### src/mips_config.svh
`ifndef MIPS_CONFIG_SVH
`define MIPS_CONFIG_SVH

// memory depths in 32-bit words
`define IMEM_WORDS 256
`define DMEM_WORDS 256

// APB byte address map
`define ADDR_IMEM_BASE 12'h000
`define ADDR_DMEM_BASE 12'h400
`define ADDR_CTRL      12'h800
`define ADDR_STATUS    12'h804
`define ADDR_REG_BASE  12'hC00
`define REG_WORDS      32

// project-defined stop word
`define HALT_OPCODE 6'b111111

`endif

### src/mipsPkg.sv
`default_nettype none

package mipsPkg;

    typedef logic [31:0] word_t;
    typedef logic [4:0]  regAddr_t;
    typedef logic [15:0] imm16_t;
    typedef logic [25:0] imm26_t;
    typedef logic [31:0] pc_t; // byte address

    typedef enum logic [2:0] {
        ALU_ADD,
        ALU_SUB,
        ALU_XOR,
        ALU_OR,
        ALU_SLL
    } aluOp_t;

    typedef enum logic [1:0] {
        WB_ALU,
        WB_MEM,
        WB_LUI,
        WB_LINK // pc + 4
    } wbSel_t;

    typedef enum logic [1:0] {EXT_ZERO, EXT_SIGN, EXT_UPPER} extMode_t;

    typedef enum logic [1:0] {MEM_WORD, MEM_HALF, MEM_BYTE} memSize_t;

    typedef enum logic [1:0] {APB_IDLE, APB_SETUP, APB_ACCESS} apbState_t;

endpackage

`default_nettype wire

### src/ApbBridge.sv
`timescale 1ns/1ns
`default_nettype none
`include "mips_config.svh"

module ApbBridge (
    input  logic              clk,
    input  logic              arstN,
    input  logic              psel,
    input  logic              penable,
    input  logic              pwrite,
    input  logic [11:0]       paddr,
    input  mipsPkg::word_t    pwdata,
    output mipsPkg::word_t    prdata,
    output logic              pready,
    output logic              pslverr,
    output logic              imemWe,
    output mipsPkg::word_t    imemAddr,
    output mipsPkg::word_t    imemWdata,
    output logic              hostMemEn,
    output logic              hostMemWe,
    output mipsPkg::word_t    hostMemAddr,
    output mipsPkg::word_t    hostMemWdata,
    input  mipsPkg::word_t    hostMemRdata,
    output logic              start,
    output mipsPkg::regAddr_t hostRegAddr,
    input  mipsPkg::word_t    hostRegData,
    input  logic              running,
    input  logic              halted
);
    import mipsPkg::*;

    apbState_t state;
    logic access;
    logic isImem, isDmem, isCtrl, isStatus, isReg;
    logic err;

    // state holds the phase of the previous cycle
    always_ff @(posedge clk or negedge arstN) begin
        if (!arstN) begin
            state <= APB_IDLE;
        end else if (psel && !penable) begin
            state <= APB_SETUP;
        end else if (psel && penable && (state == APB_SETUP)) begin
            state <= APB_ACCESS;
        end else begin
            state <= APB_IDLE;
        end
    end

    assign access = psel && penable && (state == APB_SETUP);

    assign isImem   = (paddr < `ADDR_IMEM_BASE + `IMEM_WORDS * 4);
    assign isDmem   = (paddr >= `ADDR_DMEM_BASE) && (paddr < `ADDR_DMEM_BASE + `DMEM_WORDS * 4);
    assign isCtrl   = (paddr == `ADDR_CTRL);
    assign isStatus = (paddr == `ADDR_STATUS);
    assign isReg    = (paddr >= `ADDR_REG_BASE) && (paddr < `ADDR_REG_BASE + `REG_WORDS * 4);

    assign err = !(isImem || isDmem || isCtrl || isStatus || isReg)
               || (pwrite && (isStatus || isReg))
               || ((isImem || isDmem) && running);

    assign pready  = access;
    assign pslverr = access && err;

    assign imemWe       = access && pwrite && isImem && !err;
    assign imemAddr     = word_t'(paddr[9:2]);
    assign imemWdata    = pwdata;
    assign hostMemEn    = access && isDmem && !err;
    assign hostMemWe    = hostMemEn && pwrite;
    assign hostMemAddr  = word_t'(paddr[9:2]);
    assign hostMemWdata = pwdata;
    assign hostRegAddr  = paddr[6:2];
    assign start        = access && pwrite && isCtrl && pwdata[0];

    always_comb begin
        prdata = '0;
        if (access && !pwrite && !err) begin
            if (isDmem) prdata = hostMemRdata;
            else if (isStatus) prdata = {30'b0, halted, running};
            else if (isReg) prdata = hostRegData;
        end
    end

endmodule

`default_nettype wire

### config.mk
export PLATFORM = sky130hd
export DESIGN_NAME = ApbBridge
export DESIGN_NICKNAME = d
export VERILOG_FILES = /design/src/mipsPkg.sv /design/src/ApbBridge.sv
export VERILOG_INCLUDE_DIRS = /design/src
export SDC_FILE = /design/constraint.sdc
export NUM_CORES = 1
export LEC_CHECK = 0
export ABC_AREA = 1
export BUFFER_PORTS_ARGS = -buffer_cell sky130_fd_sc_hd__buf_2
export CORE_AREA = 2 2 112 114
export CTS_BUF_LIST = sky130_fd_sc_hd__clkbuf_4 sky130_fd_sc_hd__clkbuf_8
export CTS_CLUSTER_DIAMETER = 120
export CTS_CLUSTER_SIZE = 14
export DETAILED_ROUTE_END_ITERATION = 12
export DIE_AREA = 0 0 114 116
export PLACE_DENSITY_LB_ADDON = 0.3
export SLEW_MARGIN = 20
export SYNTH_ARGS = -nofsm -noshare
export SYNTH_HDL_FRONTEND = slang
export SYNTH_SLANG_ARGS = --single-unit
### constraint.sdc
create_clock -name clk -period 1.92 [get_ports clk]
set_input_delay 0.096 -clock clk [delete_from_list [all_inputs] [get_ports clk]]
set_output_delay 0.096 -clock clk [all_outputs]
set_load 0.01 [all_outputs]
**Yosys cells after proc, flatten, opt, wreduce, memory -nomap -nowiden**

Cells that the tools add are included.

- Output and inout port bits: 171
- Register bits after elaboration: 2
- Logic and storage cells: 44
- Bits of input ports: 115

- Eq/ne operators: 3
- Reduce and logical (&&, ||, !) cells: 29
- Multiplexer cells: 6
- $lt $le $gt $ge: 5

Operators by type and width:

| operator | number |
|---|---|
| $mux W32 | 4 |
| $eq A12 B12 Y1 const B | 2 |
| $lt A12 B12 Y1 const B | 2 |
| $logic_and A1 B1 Y1 | 18 |
| $ge A12 B11 Y1 const B | 1 |
| $ge A12 B12 Y1 const B | 1 |
| $lt A12 B11 Y1 const B | 1 |
| $logic_or A1 B1 Y1 | 7 |
| $logic_not A1 Y1 | 4 |
| $mux W2 | 2 |
| $eq A2 B1 Y1 const B | 1 |

**Logic depth before layout (Yosys ltp)**

- Word-level depth: 12
- Gate-level depth with buffers: 9
- Mapped depth without buffers: 9

**Least setup slack after synthesis**

No wires, ideal clock.

- Path type: reg2out
- From: reg state[1]
- To: out prdata[0]
- Path slack: 0.669 ns
- Path buffers: 1
- Data required time: 1.824 ns
- Data arrival time: 1.155 ns
- Cell stages (with the launch flop): 7
- Cell sequence: dfrtp_1 > nor2_1 > nand3_1 > nor2_1 > nand3_4 > buf_12 > nor2_4

- Word-level cells in the longest chain between the ends: 5

RTL lines:

| element | line | text |
|---|---|---|
| from (decl) | ApbBridge.sv:32 | `apbState_t state;` |
| from (signal assigned) | ApbBridge.sv:40 | `state <= APB_IDLE;` |
| from (signal assigned) | ApbBridge.sv:42 | `state <= APB_SETUP;` |
| from (signal assigned) | ApbBridge.sv:44 | `state <= APB_ACCESS;` |
| $eq A2 B1 Y1 | ApbBridge.sv:50 | `assign access = psel && penable && (state == APB_SETUP);` |
| $logic_and A1 B1 Y1 | ApbBridge.sv:50 |  |
| $logic_and A1 B1 Y1 (2 in a row) | ApbBridge.sv:77 | `if (access && !pwrite && !err) begin` |
| $mux W32 | ApbBridge.sv:77 |  |
| to (decl) | ApbBridge.sv:13 | `output mipsPkg::word_t prdata,` |

No other way between the ends.

**Final worst setup path**

- From: reg state[1]
- To: out imemWe

- Word-level cells in the longest chain between the ends: 5

RTL lines:

| element | line | text |
|---|---|---|
| $eq A2 B1 Y1 | ApbBridge.sv:50 |  |
| $logic_and A1 B1 Y1 | ApbBridge.sv:50 |  |
| $logic_and A1 B1 Y1 (3 in a row) | ApbBridge.sv:65 | `assign imemWe = access && pwrite && isImem && !err;` |
| to (decl) | ApbBridge.sv:16 | `output logic imemWe,` |

No other way between the ends.

==> impl_metrics.csv <==
group,metric,value,unit
detailed_routing,wire_per_inst,11.7,um
floorplanning,core,11900,um2
detailed_routing,totalWireLength,5.66,mm
setup_path,r2r-start,"state[1]",
yosys,synth_top_family_by_area,"buffers and inverters",
layout,top_regs,"state (2)",
detailed_routing,vias,1704,
layout,final_area,2150,um2
setup_path,crit_start,"state[1]",
setup_path,cpMostUsedCell,"nand3_1",
placement,place_ws,0.311,ns
yosys,synthAdderAreaFrac,0,
yosys,synth-main-ff-cell,"dfrtp_1",
yosys,synthArstFlopShare,1.00,
cts,cts_tree,"done",
yosys,synthMuxAreaShare,0,
layout,final_cells,482,
cts,clockBufferDepth,2,
global_routing,grt_max_degree,31,
yosys,synth-seq-cells,2,
yosys,synth_cell_types,21,
layout,num_antenna_cells,0,
detailed_routing,routed_via_density,3.54,
run,maxCapViolations,0,
placement,dp_cells,478,
pwr,leakagePower,1.14,nW
global_routing,grt_pass1_wl,7.71,mm
floorplanning,io_pins,286,
sta,final-hold-violation-count,0,
detailed_routing,final_antenna_net_count,0,
sta,fin_worst_skew,0.00384,ns
cts,clkTransAtPathRegs,0.03,ns
hold_path,min_from,"penable",
setup_path,worstRegToRegCells,4,
cts,cts.sinks,2,
detailed_routing,drc,0,
pwr,total_power,0.492,mW
floorplanning,start_util,0.172,
yosys,ys_warn_count,0,
status,status,"finished clean",
yosys,synth.largest_area_cell,"buf_4",
sta,drv_slew,0,
setup_path,critPathMaxStageDelay,0.35,ns
sta,tns,0,ns
global_routing,grt_usage,0.0740,
layout,drive_gt1_frac,0.570,
setup_path,slowest_stage,"dfrtp_1",
layout,largest_reg_flops,2,
cts,numCtsBuffers,3,
global_routing,grt_pass1_vias,1524,
layout,top_register,"state",
yosys,yosysMostFrequentCell,"buf_4",
cts,clock-root-buffer,"clkbuf_8",
yosys,syn_area_per_cell,7.41,um2
yosys,synth_compound_area_frac,0.132,
sta,max_clock_freq,598,MHz
setup_path,path_max_fanout,4,
sta,min_period_over_period,0.871,
yosys,yosysSeqAreaShare,0.0244,
yosys,synth-edff-count,0,
detailed_routing,first_iter_violations,56,
placement,post_dp_cell_area,2090,um2
layout,area_growth,4.57,%
yosys,ys_top_cells_by_count,"buf_4 (133), a22oi_1 (30), nor2_4 (30)",
placement,io_buffers,144,
setup_path,path_buf_inv,3,
yosys,synthSimpleGateAreaFrac,0.270,
floorplanning,die_h,116,um
detailed_routing,drt_first_pass_iters,3,
placement,gp_congestion,0.645,
sta,finalSetupViolations,0,
global_routing,overflow,0,
setup_path,startpoint_type,"register",
setup_path,crit_type,"reg -> out",
sta,setup_ws,0.247,ns
setup_path,end_kind,"primary output",
cts,cts.repair.resized,0,
setup_path,crit_arrival,1.58,ns
setup_path,crit_family,"simple AND/OR/NAND/NOR gates",
cts,worstSkewPairLatency,0.21,ns
floorplanning,die_area,13200,um2
setup_path,critical_path_required,1.82,ns
global_routing,antenna_found_initial,0,
setup_path,cp_cell_sequence,"nor2_1 > nand3_1 > buf_4 > inv_1 > nand3_1 > nor3_1 > buf_2",
pwr,power_density,229,nW/um2
cts,htree_levels,1,
floorplanning,dieWidth,114,um
yosys,syn-instance-count,277,
floorplanning,row_count,40,
layout,layout.nets,452,
placement,dpl.hpwl,4.99,mm
sta,min_period,1.67,ns
yosys,synth_xor_area_frac,0,
setup_path,critical_path_depth,7,
hold_path,hold_depth,2,
yosys,yosys.area.top_type_share,0.487,
sta,rsz0062_at_grt,"no",
hold_path,hold_path_class,"in -> reg",
yosys,synth.area.top_cells,"buf_4 (49%), nor2_4 (16%), a22oi_1 (11%)",
pwr,ir_worst_vdd,0.121,mV
yosys,syn_area,2050,um2
## cells in the final DEF (no fill, tap or decap), drive strengths merged, types with 3 or more instances in the layout
cell type  instances
clkbuf             3
nand2             14
nor2              48
o21ai              3
inv               20
a21oi              4
nand3              9
buf              150
a22oi             30
conb              48
## stage by stage
stage | hold slack, ns | utilization
after floorplan | -0.200 | -
after global placement | -0.117 | 0.176
after detailed placement | -0.113 | 0.176
after CTS | 0.0548 | 0.180
after global routing | 0.0578 | 0.180
final | 0.0580 | 0.180
## logic make-up after synthesis
group           after synthesis
compound gates               37
other cells                   1
simple gates                 74
flops                         2
buf+inv                     163
## path summary, 6_finish.rpt
| check | endpoint | slack (ns) |
|---|---|---|
| setup / recovery | imemWe | 0.25 |
| hold / removal | state[0] | 0.06 |
| setup reg to reg | state[1] | 1.09 |
| hold reg to reg | state[1] | 0.65 |
| max in group asynchronous | state[1] | 1.61 |
| min in group asynchronous | state[0] | 0.21 |
## repair_timing
action,4_1_cts,5_1_grt
hold buffers,1,0
setup endpoints to repair,0,0
setup buffers,0,0
endpoints found under the hold margin,2,0
## routing by layer
metal / wire, um / vias to the layer above / track usage
met2: 2810 / 139 / 0.140
li1: - / 817 / -
met4: 160 / 0 / 0.0333
met5: 0 / - / 0
met3: 764 / 25 / 0.0277
met1: 1930 / 723 / 0.0718
## area by class of cell
| class | instances | area [um2] |
|---|---|---|
| Clock buffer | 3 | 41.3 |
| Fill cell | 1363 | 9770 |
| Inverter | 20 | 75.1 |
| Multi-Input combinational cell | 159 | 1010 |
| Sequential cell | 2 | 50.0 |
| Tap cell | 147 | 184 |
| Timing Repair Buffer | 151 | 788 |
## report_power, final
| group | switching (mW) | internal (mW) | total (mW) |
|---|---|---|---|
| combinational | 0.171 | 0.112 | 0.283 |
| sequential | 0.000442 | 0.0441 | 0.0445 |
| clock | 0.0317 | 0.132 | 0.164 |
## worst reg2reg max path, stage by stage (launching register included)
cell     delay, ns
dfrtp_1       0.35
nor2_1        0.10
nand3_1       0.11
buf_4         0.16
inv_1         0.05
(Power assumes the default switching activity.)
